**config.mk**
```make
export PLATFORM = sky130hd
export DESIGN_NAME = rv_exec_top
export DESIGN_NICKNAME = d
export VERILOG_FILES = /design/src/hw/rv_core_pkg.sv /design/src/hw/rv_isa_pkg.sv /design/src/hw/rv_ifaces.sv /design/src/hw/rv_decoder.sv /design/src/hw/rv_exec.sv /design/src/hw/rv_exec_top.sv /design/src/hw/rv_regfile.sv
export VERILOG_INCLUDE_DIRS = /design/src /design/src/include
export SDC_FILE = /design/constraint.sdc
export NUM_CORES = 2
export LEC_CHECK = 0
export ABC_CLOCK_PERIOD_IN_PS = 20200
export BUFFER_PORTS_ARGS = -buffer_cell sky130_fd_sc_hd__buf_2
export CORE_MARGIN = 2
export CORE_UTILIZATION = 53
export DETAILED_ROUTE_END_ITERATION = 12
export HOLD_SLACK_MARGIN = 0.15
export PLACE_DENSITY = 0.7
export SLEW_MARGIN = 15
export SYNTH_ARGS = -nofsm -noshare
export SYNTH_HDL_FRONTEND = slang
export SYNTH_SLANG_ARGS = --single-unit
```
**constraint.sdc**
```tcl
create_clock -name clk -period 20.2 [get_ports clk]
set_input_delay 2.02 -clock clk [delete_from_list [all_inputs] [get_ports clk]]
set_output_delay 2.02 -clock clk [all_outputs]
set_load 0.03 [all_outputs]
```
**src/include/rv_config.svh**
```systemverilog
`ifndef RV_CONFIG_SVH
`define RV_CONFIG_SVH

// ######################################################################
// Core dimensions
// ######################################################################

// Data path and register width
`define XLEN 32

// Architectural register count and index width
`define NUM_REGS 32
`define REG_ADDR_W 5

// ######################################################################
// Program counter
// ######################################################################

// PC value after reset
`define RESET_PC 32'h0000_0000

// Sequential PC increment in bytes
`define PC_STEP 4

`endif

```
**src/hw/rv_core_pkg.sv**
```systemverilog
`default_nettype none

`include "rv_config.svh"

package rv_core_pkg;

  typedef logic [`XLEN-1:0] xword_t;
  typedef logic [`REG_ADDR_W-1:0] reg_addr_t;

  // Operations the ALU can perform
  typedef enum logic [3:0] {
    ALU_ADD,
    ALU_SUB,
    ALU_SLT,
    ALU_SLTU,
    ALU_AND,
    ALU_OR,
    ALU_XOR,
    ALU_SLL,
    ALU_SRL,
    ALU_SRA,
    ALU_PASS_B
  } alu_op_e;

  // How the next PC is formed
  typedef enum logic [2:0] {
    FLOW_SEQ,
    FLOW_JAL,
    FLOW_JALR,
    FLOW_BR
  } flow_e;

  // Branch conditions, compared on rs1 and rs2
  typedef enum logic [2:0] {
    CMP_EQ,
    CMP_NE,
    CMP_LT,
    CMP_GE,
    CMP_LTU,
    CMP_GEU
  } cmp_e;

endpackage

`default_nettype wire

```
**src/hw/rv_isa_pkg.sv**
```systemverilog
`default_nettype none

package rv_isa_pkg;

  // Major opcodes of the supported subset
  typedef enum logic [6:0] {
    OPC_OP     = 7'b0110011,
    OPC_OP_IMM = 7'b0010011,
    OPC_LUI    = 7'b0110111,
    OPC_AUIPC  = 7'b0010111,
    OPC_JAL    = 7'b1101111,
    OPC_JALR   = 7'b1100111,
    OPC_BRANCH = 7'b1100011
  } opcode_e;

  // Minor codes of the OP and OP_IMM groups
  typedef enum logic [2:0] {
    F3_ADD  = 3'b000,
    F3_SLL  = 3'b001,
    F3_SLT  = 3'b010,
    F3_SLTU = 3'b011,
    F3_XOR  = 3'b100,
    F3_SR   = 3'b101,
    F3_OR   = 3'b110,
    F3_AND  = 3'b111
  } funct3_e;

  // Branch conditions reuse the funct3 field with their own meaning
  localparam logic [2:0] F3_BEQ  = 3'b000;
  localparam logic [2:0] F3_BNE  = 3'b001;
  localparam logic [2:0] F3_BLT  = 3'b100;
  localparam logic [2:0] F3_BGE  = 3'b101;
  localparam logic [2:0] F3_BLTU = 3'b110;
  localparam logic [2:0] F3_BGEU = 3'b111;

  typedef enum logic [6:0] {
    F7_BASE = 7'b0000000,
    F7_ALT  = 7'b0100000
  } funct7_e;

  // ######################################################################
  // Instruction formats, all views of the same 32-bit word
  // ######################################################################

  typedef struct packed {
    logic [6:0] funct7;
    logic [4:0] rs2;
    logic [4:0] rs1;
    logic [2:0] funct3;
    logic [4:0] rd;
    logic [6:0] opcode;
  } r_fmt_t;

  typedef struct packed {
    logic [11:0] imm;
    logic [4:0]  rs1;
    logic [2:0]  funct3;
    logic [4:0]  rd;
    logic [6:0]  opcode;
  } i_fmt_t;

  typedef struct packed {
    logic       imm12;
    logic [5:0] imm10_5;
    logic [4:0] rs2;
    logic [4:0] rs1;
    logic [2:0] funct3;
    logic [3:0] imm4_1;
    logic       imm11;
    logic [6:0] opcode;
  } b_fmt_t;

  typedef struct packed {
    logic [19:0] imm31_12;
    logic [4:0]  rd;
    logic [6:0]  opcode;
  } u_fmt_t;

  typedef struct packed {
    logic       imm20;
    logic [9:0] imm10_1;
    logic       imm11;
    logic [7:0] imm19_12;
    logic [4:0] rd;
    logic [6:0] opcode;
  } j_fmt_t;

  typedef union packed {
    r_fmt_t r_fmt;
    i_fmt_t i_fmt;
    b_fmt_t b_fmt;
    u_fmt_t u_fmt;
    j_fmt_t j_fmt;
  } rv_instr_u;

endpackage

`default_nettype wire

```
**src/hw/rv_ifaces.sv**
```systemverilog
`timescale 1ns/1ps
`default_nettype none

// Micro-op from decoder to executor, vld is a single-cycle strobe
interface uop_if;
  import rv_core_pkg::*;

  logic      vld;
  alu_op_e   alu_op;
  flow_e     flow;
  cmp_e      cmp;
  reg_addr_t rs1;
  reg_addr_t rs2;
  reg_addr_t rd;
  logic      rd_wr;
  xword_t    imm;
  logic      use_imm;
  logic      use_pc;

  modport producer (
    output vld, alu_op, flow, cmp, rs1, rs2, rd, rd_wr, imm, use_imm, use_pc
  );

  modport consumer (
    input vld, alu_op, flow, cmp, rs1, rs2, rd, rd_wr, imm, use_imm, use_pc
  );
endinterface

// Register file access with combinational reads and one write port
interface rf_if;
  import rv_core_pkg::*;

  reg_addr_t rs1_addr;
  reg_addr_t rs2_addr;
  xword_t    rs1_data;
  xword_t    rs2_data;
  logic      wr;
  reg_addr_t wr_addr;
  xword_t    wr_data;

  modport client (
    output rs1_addr, rs2_addr, wr, wr_addr, wr_data,
    input  rs1_data, rs2_data
  );

  modport server (
    input  rs1_addr, rs2_addr, wr, wr_addr, wr_data,
    output rs1_data, rs2_data
  );
endinterface

`default_nettype wire

```
**src/hw/rv_decoder.sv**
```systemverilog
`timescale 1ns/1ps
`default_nettype none

module rv_decoder (
  input  logic                  clk,
  input  logic                  rst,
  input  logic                  instr_vld,
  input  rv_isa_pkg::rv_instr_u instr,
  output logic                  illegal,
  uop_if.producer               uop
);
  import rv_isa_pkg::*;
  import rv_core_pkg::*;

  logic [2:0] f3;
  logic [6:0] f7;
  xword_t     imm_i;
  xword_t     imm_b;
  xword_t     imm_u;
  xword_t     imm_j;

  logic       dec_legal;
  alu_op_e    dec_alu_op;
  flow_e      dec_flow;
  cmp_e       dec_cmp;
  logic       dec_rd_wr;
  xword_t     dec_imm;
  logic       dec_use_imm;
  logic       dec_use_pc;

  assign f3 = instr.r_fmt.funct3;
  assign f7 = instr.r_fmt.funct7;

  // ######################################################################
  // Immediates, one per format, all sign-extended from bit 31
  // ######################################################################

  assign imm_i = {{20{instr.i_fmt.imm[11]}}, instr.i_fmt.imm};
  assign imm_b = {{19{instr.b_fmt.imm12}}, instr.b_fmt.imm12, instr.b_fmt.imm11,
                  instr.b_fmt.imm10_5, instr.b_fmt.imm4_1, 1'b0};
  assign imm_u = {instr.u_fmt.imm31_12, 12'h000};
  assign imm_j = {{11{instr.j_fmt.imm20}}, instr.j_fmt.imm20, instr.j_fmt.imm19_12,
                  instr.j_fmt.imm11, instr.j_fmt.imm10_1, 1'b0};

  always_comb begin
    dec_legal   = 1'b1;
    dec_alu_op  = ALU_ADD;
    dec_flow    = FLOW_SEQ;
    dec_cmp     = CMP_EQ;
    dec_rd_wr   = 1'b1;
    dec_imm     = imm_i;
    dec_use_imm = 1'b0;
    dec_use_pc  = 1'b0;

    case (instr.r_fmt.opcode)
      OPC_OP: begin
        case (f3)
          F3_ADD:  dec_alu_op = (f7 == F7_ALT) ? ALU_SUB : ALU_ADD;
          F3_SLL:  dec_alu_op = ALU_SLL;
          F3_SLT:  dec_alu_op = ALU_SLT;
          F3_SLTU: dec_alu_op = ALU_SLTU;
          F3_XOR:  dec_alu_op = ALU_XOR;
          F3_SR:   dec_alu_op = (f7 == F7_ALT) ? ALU_SRA : ALU_SRL;
          F3_OR:   dec_alu_op = ALU_OR;
          default: dec_alu_op = ALU_AND;
        endcase
        // Only ADD/SUB and SRL/SRA have an alternate funct7
        dec_legal = (f7 == F7_BASE) || (f7 == F7_ALT && (f3 == F3_ADD || f3 == F3_SR));
      end
      OPC_OP_IMM: begin
        dec_use_imm = 1'b1;
        case (f3)
          F3_ADD:  dec_alu_op = ALU_ADD;
          F3_SLT:  dec_alu_op = ALU_SLT;
          F3_SLTU: dec_alu_op = ALU_SLTU;
          F3_XOR:  dec_alu_op = ALU_XOR;
          F3_OR:   dec_alu_op = ALU_OR;
          F3_AND:  dec_alu_op = ALU_AND;
          F3_SLL: begin
            dec_alu_op = ALU_SLL;
            dec_legal  = (f7 == F7_BASE);
          end
          default: begin
            dec_alu_op = (f7 == F7_ALT) ? ALU_SRA : ALU_SRL;
            dec_legal  = (f7 == F7_BASE) || (f7 == F7_ALT);
          end
        endcase
      end
      OPC_LUI: begin
        dec_alu_op  = ALU_PASS_B;
        dec_imm     = imm_u;
        dec_use_imm = 1'b1;
      end
      OPC_AUIPC: begin
        dec_imm     = imm_u;
        dec_use_imm = 1'b1;
        dec_use_pc  = 1'b1;
      end
      OPC_JAL: begin
        dec_flow   = FLOW_JAL;
        dec_imm    = imm_j;
        dec_use_pc = 1'b1;
      end
      OPC_JALR: begin
        dec_flow   = FLOW_JALR;
        dec_use_pc = 1'b1;
        dec_legal  = (f3 == 3'b000);
      end
      OPC_BRANCH: begin
        dec_flow  = FLOW_BR;
        dec_imm   = imm_b;
        dec_rd_wr = 1'b0;
        case (f3)
          F3_BEQ:  dec_cmp = CMP_EQ;
          F3_BNE:  dec_cmp = CMP_NE;
          F3_BLT:  dec_cmp = CMP_LT;
          F3_BGE:  dec_cmp = CMP_GE;
          F3_BLTU: dec_cmp = CMP_LTU;
          F3_BGEU: dec_cmp = CMP_GEU;
          default: dec_legal = 1'b0;
        endcase
      end
      default: dec_legal = 1'b0;
    endcase
  end

  always_ff @(posedge clk) begin
    if (rst) begin
      uop.vld <= 1'b0;
      illegal <= 1'b0;
    end else begin
      uop.vld <= instr_vld && dec_legal;
      illegal <= instr_vld && !dec_legal;
    end
  end

  always_ff @(posedge clk) begin
    uop.alu_op  <= dec_alu_op;
    uop.flow    <= dec_flow;
    uop.cmp     <= dec_cmp;
    uop.rs1     <= instr.r_fmt.rs1;
    uop.rs2     <= instr.r_fmt.rs2;
    uop.rd      <= instr.r_fmt.rd;
    // Writes to x0 are dropped here so nothing downstream sees them
    uop.rd_wr   <= dec_rd_wr && (instr.r_fmt.rd != '0);
    uop.imm     <= dec_imm;
    uop.use_imm <= dec_use_imm;
    uop.use_pc  <= dec_use_pc;
  end

  // Every strobe gives exactly one outcome one cycle later
  a_one_outcome: assert property (@(posedge clk) disable iff (rst)
    instr_vld |=> $onehot({illegal, uop.vld}));

endmodule

`default_nettype wire

```
**src/hw/rv_exec.sv**
```systemverilog
`timescale 1ns/1ps
`default_nettype none

`include "rv_config.svh"

module rv_exec (
  input  logic                  clk,
  input  logic                  rst,
  uop_if.consumer               uop,
  rf_if.client                  rf,
  output logic                  retire_vld,
  output rv_core_pkg::xword_t    retire_pc,
  output rv_core_pkg::xword_t    retire_next_pc,
  output logic                  retire_rd_wr,
  output rv_core_pkg::reg_addr_t retire_rd,
  output rv_core_pkg::xword_t    retire_rd_data
);
  import rv_core_pkg::*;

  localparam int SHAMT_W = $clog2(`XLEN);

  xword_t             pc_q;
  xword_t             seq_pc;
  logic               is_jump;
  xword_t             op_a;
  xword_t             op_b;
  logic [SHAMT_W-1:0] shamt;
  xword_t             alu_res;
  logic               br_taken;
  xword_t             tgt_base;
  xword_t             target;
  xword_t             next_pc;

  assign rf.rs1_addr = uop.rs1;
  assign rf.rs2_addr = uop.rs2;

  // ######################################################################
  // Operand select and ALU
  // ######################################################################

  assign is_jump = (uop.flow == FLOW_JAL) || (uop.flow == FLOW_JALR);

  // Jumps add PC_STEP to the PC so the ALU produces the link value
  assign op_a  = uop.use_pc ? pc_q : rf.rs1_data;
  assign op_b  = is_jump ? xword_t'(`PC_STEP) : (uop.use_imm ? uop.imm : rf.rs2_data);
  assign shamt = op_b[SHAMT_W-1:0];

  always_comb begin
    case (uop.alu_op)
      ALU_ADD:    alu_res = op_a + op_b;
      ALU_SUB:    alu_res = op_a - op_b;
      ALU_SLT:    alu_res = xword_t'($signed(op_a) < $signed(op_b));
      ALU_SLTU:   alu_res = xword_t'(op_a < op_b);
      ALU_AND:    alu_res = op_a & op_b;
      ALU_OR:     alu_res = op_a | op_b;
      ALU_XOR:    alu_res = op_a ^ op_b;
      ALU_SLL:    alu_res = op_a << shamt;
      ALU_SRL:    alu_res = op_a >> shamt;
      ALU_SRA:    alu_res = xword_t'($signed(op_a) >>> shamt);
      ALU_PASS_B: alu_res = op_b;
      default:    alu_res = '0;
    endcase
  end

  // ######################################################################
  // Branch compare and next PC
  // ######################################################################

  always_comb begin
    case (uop.cmp)
      CMP_EQ:  br_taken = (rf.rs1_data == rf.rs2_data);
      CMP_NE:  br_taken = (rf.rs1_data != rf.rs2_data);
      CMP_LT:  br_taken = ($signed(rf.rs1_data) < $signed(rf.rs2_data));
      CMP_GE:  br_taken = ($signed(rf.rs1_data) >= $signed(rf.rs2_data));
      CMP_LTU: br_taken = (rf.rs1_data < rf.rs2_data);
      CMP_GEU: br_taken = (rf.rs1_data >= rf.rs2_data);
      default: br_taken = 1'b0;
    endcase
  end

  assign seq_pc   = pc_q + xword_t'(`PC_STEP);
  assign tgt_base = (uop.flow == FLOW_JALR) ? rf.rs1_data : pc_q;
  assign target   = tgt_base + uop.imm;

  always_comb begin
    case (uop.flow)
      FLOW_JAL:  next_pc = target;
      FLOW_JALR: next_pc = {target[`XLEN-1:1], 1'b0};
      FLOW_BR:   next_pc = br_taken ? target : seq_pc;
      default:   next_pc = seq_pc;
    endcase
  end

  // Write lands at the same edge the retire record is registered
  assign rf.wr      = uop.vld && uop.rd_wr;
  assign rf.wr_addr = uop.rd;
  assign rf.wr_data = alu_res;

  always_ff @(posedge clk) begin
    if (rst) begin
      pc_q         <= xword_t'(`RESET_PC);
      retire_vld   <= 1'b0;
      retire_rd_wr <= 1'b0;
    end else begin
      retire_vld   <= uop.vld;
      retire_rd_wr <= uop.vld && uop.rd_wr;
      if (uop.vld) begin
        pc_q <= next_pc;
      end
    end
  end

  always_ff @(posedge clk) begin
    if (uop.vld) begin
      retire_pc      <= pc_q;
      retire_next_pc <= next_pc;
      retire_rd      <= uop.rd;
      retire_rd_data <= alu_res;
    end
  end

  // Holds only while every decoded branch and jump offset is even
  a_pc_aligned: assert property (@(posedge clk) disable iff (rst)
    retire_vld |-> !retire_next_pc[0]);

endmodule

`default_nettype wire

```
**src/hw/rv_exec_top.sv**
```systemverilog
`timescale 1ns/1ps
`default_nettype none

module rv_exec_top (
  input  logic                   clk,
  input  logic                   rst,
  input  logic                   instr_vld,
  input  rv_core_pkg::xword_t    instr,
  output logic                   illegal,
  output logic                   retire_vld,
  output rv_core_pkg::xword_t    retire_pc,
  output rv_core_pkg::xword_t    retire_next_pc,
  output logic                   retire_rd_wr,
  output rv_core_pkg::reg_addr_t retire_rd,
  output rv_core_pkg::xword_t    retire_rd_data
);

  uop_if uop_bus ();
  rf_if  rf_bus ();

  // Decoder, one cycle from strobe to micro-op
  rv_decoder u_decoder (
    .clk       (clk),
    .rst       (rst),
    .instr_vld (instr_vld),
    .instr     (instr),
    .illegal   (illegal),
    .uop       (uop_bus.producer)
  );

  rv_regfile u_regfile (
    .clk (clk),
    .rst (rst),
    .rf  (rf_bus.server)
  );

  rv_exec u_exec (
    .clk            (clk),
    .rst            (rst),
    .uop            (uop_bus.consumer),
    .rf             (rf_bus.client),
    .retire_vld     (retire_vld),
    .retire_pc      (retire_pc),
    .retire_next_pc (retire_next_pc),
    .retire_rd_wr   (retire_rd_wr),
    .retire_rd      (retire_rd),
    .retire_rd_data (retire_rd_data)
  );

endmodule

`default_nettype wire

```
**src/hw/rv_regfile.sv**
```systemverilog
`timescale 1ns/1ps
`default_nettype none

`include "rv_config.svh"

module rv_regfile (
  input  logic  clk,
  input  logic  rst,
  rf_if.server  rf
);
  import rv_core_pkg::*;

  xword_t regs [`NUM_REGS];

  // x0 stays zero because it is cleared on reset and never written
  always_ff @(posedge clk) begin
    if (rst) begin
      for (int i = 0; i < `NUM_REGS; i++) begin
        regs[i] <= '0;
      end
    end else if (rf.wr && rf.wr_addr != '0) begin
      regs[rf.wr_addr] <= rf.wr_data;
    end
  end

  assign rf.rs1_data = regs[rf.rs1_addr];
  assign rf.rs2_data = regs[rf.rs2_addr];

  a_x0_rs1: assert property (@(posedge clk) disable iff (rst)
    rf.rs1_addr == '0 |-> rf.rs1_data == '0);

  a_x0_rs2: assert property (@(posedge clk) disable iff (rst)
    rf.rs2_addr == '0 |-> rf.rs2_data == '0);

endmodule

`default_nettype wire

```
**Word-level counts from Yosys, hierarchy flattened**

Memory sizes are Yosys's and may differ from the RTL's. A register that Yosys moved wholly into a read port is not among the register bits.
Cells that the tools add are included.

- Add/sub/neg operators: 4
- $lt $le $gt $ge: 6
- Multiplexer cells: 30
- Divide/modulo/power cells: 0
- Bitwise logic cells: 3
- Shifts and indexed selects: 3
- Eq/ne operators: 35
- Multipliers: 0
- Reduce and logical (&&, ||, !) cells: 24

Operators by type and width:

| cell | count |
|---|---|
| $pmux 32 s11 | 1 |
| $mux 32 | 6 |
| $lt 32x32->1 | 4 |
| $pmux 32 s3 | 1 |
| $pmux 31 s3 | 1 |
| $add 32x32->32 | 2 |
| $ge 32x32->1 | 2 |
| $pmux 4 s7 | 2 |
| $add 32x3->32 const B | 1 |
| $and 32x32->32 | 1 |
| $eq 32x32->1 | 1 |
| $ne 32x32->1 | 1 |
| $or 32x32->32 | 1 |
| $reduce_or 32->1 | 1 |
| $shl 32x5->32 | 1 |
| $shr 32x5->32 | 1 |
| $sshr 32x5->32 | 1 |
| $sub 32x32->32 | 1 |
| $xor 32x32->32 | 1 |
| $eq 7x6->1 const B | 3 |
| $eq 7x7->1 const B | 3 |
| $eq 3x3->1 const B | 6 |
| $eq 4x3->1 const B | 4 |
| $pmux 3 s5 | 1 |
| 25 further kinds | 58 |

- Memories kept: 1
- Bits of input ports: 35
- RAM bits: 1024
- Bits in latches: 0
- Memory bits (read-only): 0
- Output and inout bits: 104
- Word-level logic and storage cells: 123
- Bits in registers: 186

Memory list:

| name | words | width | read ports | clocked after Yosys merged registers in | wr ports | line | RTL |
|---|---|---|---|---|---|---|---|
| u_regfile.regs | 32 | 32 | 2 | 2 | 32 | rv_regfile.sv:13 | `` xword_t regs [`NUM_REGS]; `` |

**Logic depth before layout (Yosys ltp)**

- Word-level depth: 7
- Depth in mapped cells: 29
- Depth with buffers taken out: 21

**Modules after synthesis**

Synthesis repeated with hierarchy kept, for this count alone.

- Cells, all modules: 7178
- Area total of the unflattened synthesis: 75971.6 um^2

By module, submodules not included:

| module | seq. area each (um^2) | area each (um^2) | instances | cells an instance |
|---|---|---|---|---|
| rv_regfile | 30749.5 | 55894.9 | 1 | 4605 |
| rv_exec | 3713.6 | 18207.5 | 1 | 2394 |
| rv_decoder | 1221.2 | 1869.3 | 1 | 179 |

**Worst setup path after synthesis**

Ideal clock, no wire load.

- Path type: reg2reg
- From: register (tool-made name)
- To: memory u_regfile.regs[10][29] in the netlist's numbering (data pin)
- Arrival: 6.141 ns
- Setup time: 0.265 ns
- Cell stages (with the launch flop): 29
- Slack: 13.794 ns
- Required time: 19.935 ns
- Period minus slack after synthesis: 6.406 ns
- Path buffers: 8
- Path through: dfxtp_1 buf_4 buf_4 buf_2 buf_2 clkbuf_1 buf_2 mux4_2 mux4_2 mux2i_1 nor2_1 a21oi_1 nor2_1 inv_1 ha_1 clkbuf_1 a2111oi_0 o21ai_1 nand3b_1 a311oi_1 o21a_1 a2111oi_0 nor4_1 a2111oi_0 a21oi_1 xnor2_1 a211oi_2 buf_2 nor2_1

RTL lines:

| element | line |
|---|---|
| end: declaration | rv_regfile.sv:13 |

==> results.yml <==
synthesis:
  yosysMostFrequentCell: "nor2_1"
  synth_area_leaders: "edfxtp_1 (46%), mux4_2 (11%), mux2i_1 (9.4%)"
  synth_flop_cell: "edfxtp_1"
  syn_area_um2: 72700
  synthArstFlopShare_pct: 0
  yosys_warnings: 0
  synth-edff-count: 1125
  synth_common_cells: "nor2_1 (1189), edfxtp_1 (1125), mux2i_1 (682), mux4_2 (339), nand2_1 (295)"
  ys_seq_area_share_pct: 49.1
  syn_avg_cell_area_um2: 11.7
  yosysTopAreaCell: "edfxtp_1"
  synth.top_cell.area_share_pct: 46.5
  netlist_instances: 6232
  ys_types: 99
  ys_ff_latch: 1220
worst_hold_path:
  min_to: "u_exec.retire_pc[3]"
  hp-class: "reg -> reg"
  whs_path_depth: 1
  min_from: "u_exec.pc_q[3]"
finish:
  seqCellArea_um2: 35700
  fin_nets: 6394
  fillers: 10900
  area_delta_synth_final_pct: 8.92
  multi_input_area_um2: 34100
  final_util_pct: 58.3
  drive_gt1_share_pct: 17.8
die:
  die-area_um2: 140000
  chipHeight_um: 374
  die_x_um: 374
  core-area_um2: 136000
  start_util_pct: 53.5
  rows: 135
  io_pins: 139
job:
  max_cap_violations: 0
timing:
  clock_skew_ns: 0.0431
  period_minus_slack_ns: 9.92
  setup-tns-final_ns: 0
  slew_headroom_pct: 18.0
  fin_crit_sh_pct: 49.1
  finalHoldViolations: 0
  maxSlewViolCount: 0
  max_freq_mhz: 101
  tightest_slew_ns: 1.22
  rsz0062_at_grt: "no"
  setup_viol_count_final: 0
cts:
  clkSinkCount: 1220
  cts_tree: "yes"
  numCtsBuffers: 134
  insertion_delay_ns: 0.81
  cts_max_level: 4
  ctsLongestPathBuffers: 3
  clkTransAtPathRegs_ns: 0.07
  cts-resized-gates: 0
  cts_root_buf: "clkbuf_16"
  postCtsSetupBuffers: 0
  postCtsHoldBufs: 0
drt:
  route.vias.total: 57900
  first_pass_iters: 6
  via_per_inst: 7.17
  drc: 0
  finalWirelength_um: 279000
  antenna_left: 0
  avgRoutedWirePerCell_um: 34.6
  drt-initial-drc-count: 8748
power:
  ir_drop_v: 0.0000657
  power_density_nw_per_um2: 93.4
  p_leak_nw: 30.9
worst_setup_path:
  required_ns: 20.70
  cp-start-kind: "register"
  worstPathMaxFanout: 49
  end_kind: "register"
  critical_path_class: "reg -> reg"
  r2r_setup_slack_ns: 10.28
  r2r-end: "u_regfile.regs[29][26]"
  ff2ff_path_depth: 25
  worst-endpoint-arrival_ns: 10.42
global_route:
  antenna_found_initial: 10
  grt.total_usage_pct: 39.2
  globalRouteOverflowTotal: 0
  grt_max_degree: 120
  grt_pass1_vias: 55300
  grt_pass1_wl_um: 395000
placement:
  numPortBuffers: 138
  place_congestion: 1.06
  hpwl_um: 179000
status:
  outcome: "completed"
[worst max-delay path, cell delays in order, from the launching register on]
cell and delay (ns):
dfxtp_4 0.72, buf_4 0.74, buf_4 0.76, mux2i_1 0.18, a22oi_1 0.25, a21oi_1 0.16, nor4_4 0.53, mux2i_4 0.27
nor2_8 0.13, buf_4 0.56, ha_1 0.30, inv_1 0.07, fa_1 0.43, nor2b_1 0.16, o311ai_0 0.45, o22ai_1 0.24
o31ai_1 0.61, a21oi_1 0.21, a221oi_1 0.83, o21ai_0 0.24, a2111oi_0 0.48, o21ai_0 0.17, nand3_1 0.10, and3_1 0.36
buf_4 0.40, nor2_1 0.11
[how the worst max path moves through the flow]
| stage | depth (start not counted) | slack (ns) | startpoint | endpoint |
|---|---|---|---|---|
| 2_1_floorplan | 28 | 13.79 | register | u_regfile.regs[10][29] |
| 3_3_place_gp | 25 | 10.61 | register | u_regfile.regs[25][26] |
| 3_5_place_dp | 25 | 10.57 | register | u_regfile.regs[6][26] |
| 4_1_cts | 25 | 10.54 | register | u_regfile.regs[28][26] |
| 5_1_grt | 25 | 9.79 | register | u_regfile.regs[9][26] |
| 6_report | 25 | 10.28 | register | u_regfile.regs[29][26] |
[report_power, final]
| part | total (mW) | internal [mW] | switching, mW |
|---|---|---|---|
| logic | 2.07 | 0.577 | 1.50 |
| clock network | 2.41 | 1.35 | 1.06 |
| registers | 2.91 | 2.84 | 0.0637 |
[cells by family after synthesis]
group	count (synthesis)	share of synthesized area (%)
buffers and inverters	700	4.62
other	1	0.00516
AOI/OAI and AO/OA	1106	10.3
muxes	1081	20.9
xor gates and xnor gates	84	1.01
DFF	1220	49.1
and+or+nand+nor	1872	11.1
adders and majority gates	168	2.92
[area by class of cell]
| class | count | area share, % |
|---|---|---|
| Timing Repair Buffer | 342 | 2.87 |
| Antenna cell | 6 | 0.0190 |
| Tap cell | 1781 | 2.82 |
| Inverter | 150 | 0.711 |
| Clock inverter | 65 | 0.800 |
| Multi-Input combinational cell | 4343 | 43.1 |
| Clock buffer | 172 | 4.51 |
| Sequential cell | 1220 | 45.1 |
[routing by layer]
layer	routed length, µm	part of all wire [%]	global-route usage, %
met5	54	0.019	0
met4	21200	7.6	25.3
met3	39300	14	12.4
met2	123000	44	58.6
met1	95400	34	49.2
[sequential cells by signal, summed over array words and instances (netlist names), 2 cells and up, named ones only]
signal                 count
u_exec.retire_rd_data     32
u_exec.retire_rd           5
u_exec.retire_next_pc     32
u_decoder.uop.imm         32
u_decoder.uop.alu_op       4
u_decoder.uop.flow         2
u_exec.pc_q               32
u_exec.retire_pc          32
u_regfile.regs          1024
u_decoder.uop.cmp          3
u_decoder.uop.rd           5
[per-stage QoR]
stage / cell area (µm²) / setup slack [ns] / hold slack, ns / instances / power [mW]
after detailed placement: 74900 / 10.57 / 0.580 / 7836 / 4.93
after global placement: 74900 / 10.61 / 0.576 / 7836 / 4.92
after global routing: 79100 / 9.79 / 0.591 / 8073 / 7.57
after CTS: 79100 / 10.54 / 0.590 / 8073 / 7.31
after floorplan: 72800 / 13.79 / 0.406 / 6263 / 4.24
final: 79100 / 10.28 / 0.568 / 8079 / 7.39
[cell usage in the layout (no fill, tap or decap), types with 62 or more instances in the layout]
| cell type | n |
|---|---|
| buf_2 | 137 |
| nor2_1 | 1186 |
| a22oi_1 | 272 |
| clkbuf_16 | 136 |
| dfxtp_1 | 85 |
| nand3_1 | 72 |
| ha_1 | 165 |
| inv_1 | 121 |
| edfxtp_1 | 1125 |
| mux2i_1 | 678 |
| mux4_2 | 339 |
| a21oi_1 | 276 |
| xnor2_1 | 62 |
| nand2_1 | 237 |
| o21ai_0 | 127 |
| buf_4 | 201 |
(Power assumes the default switching activity.)
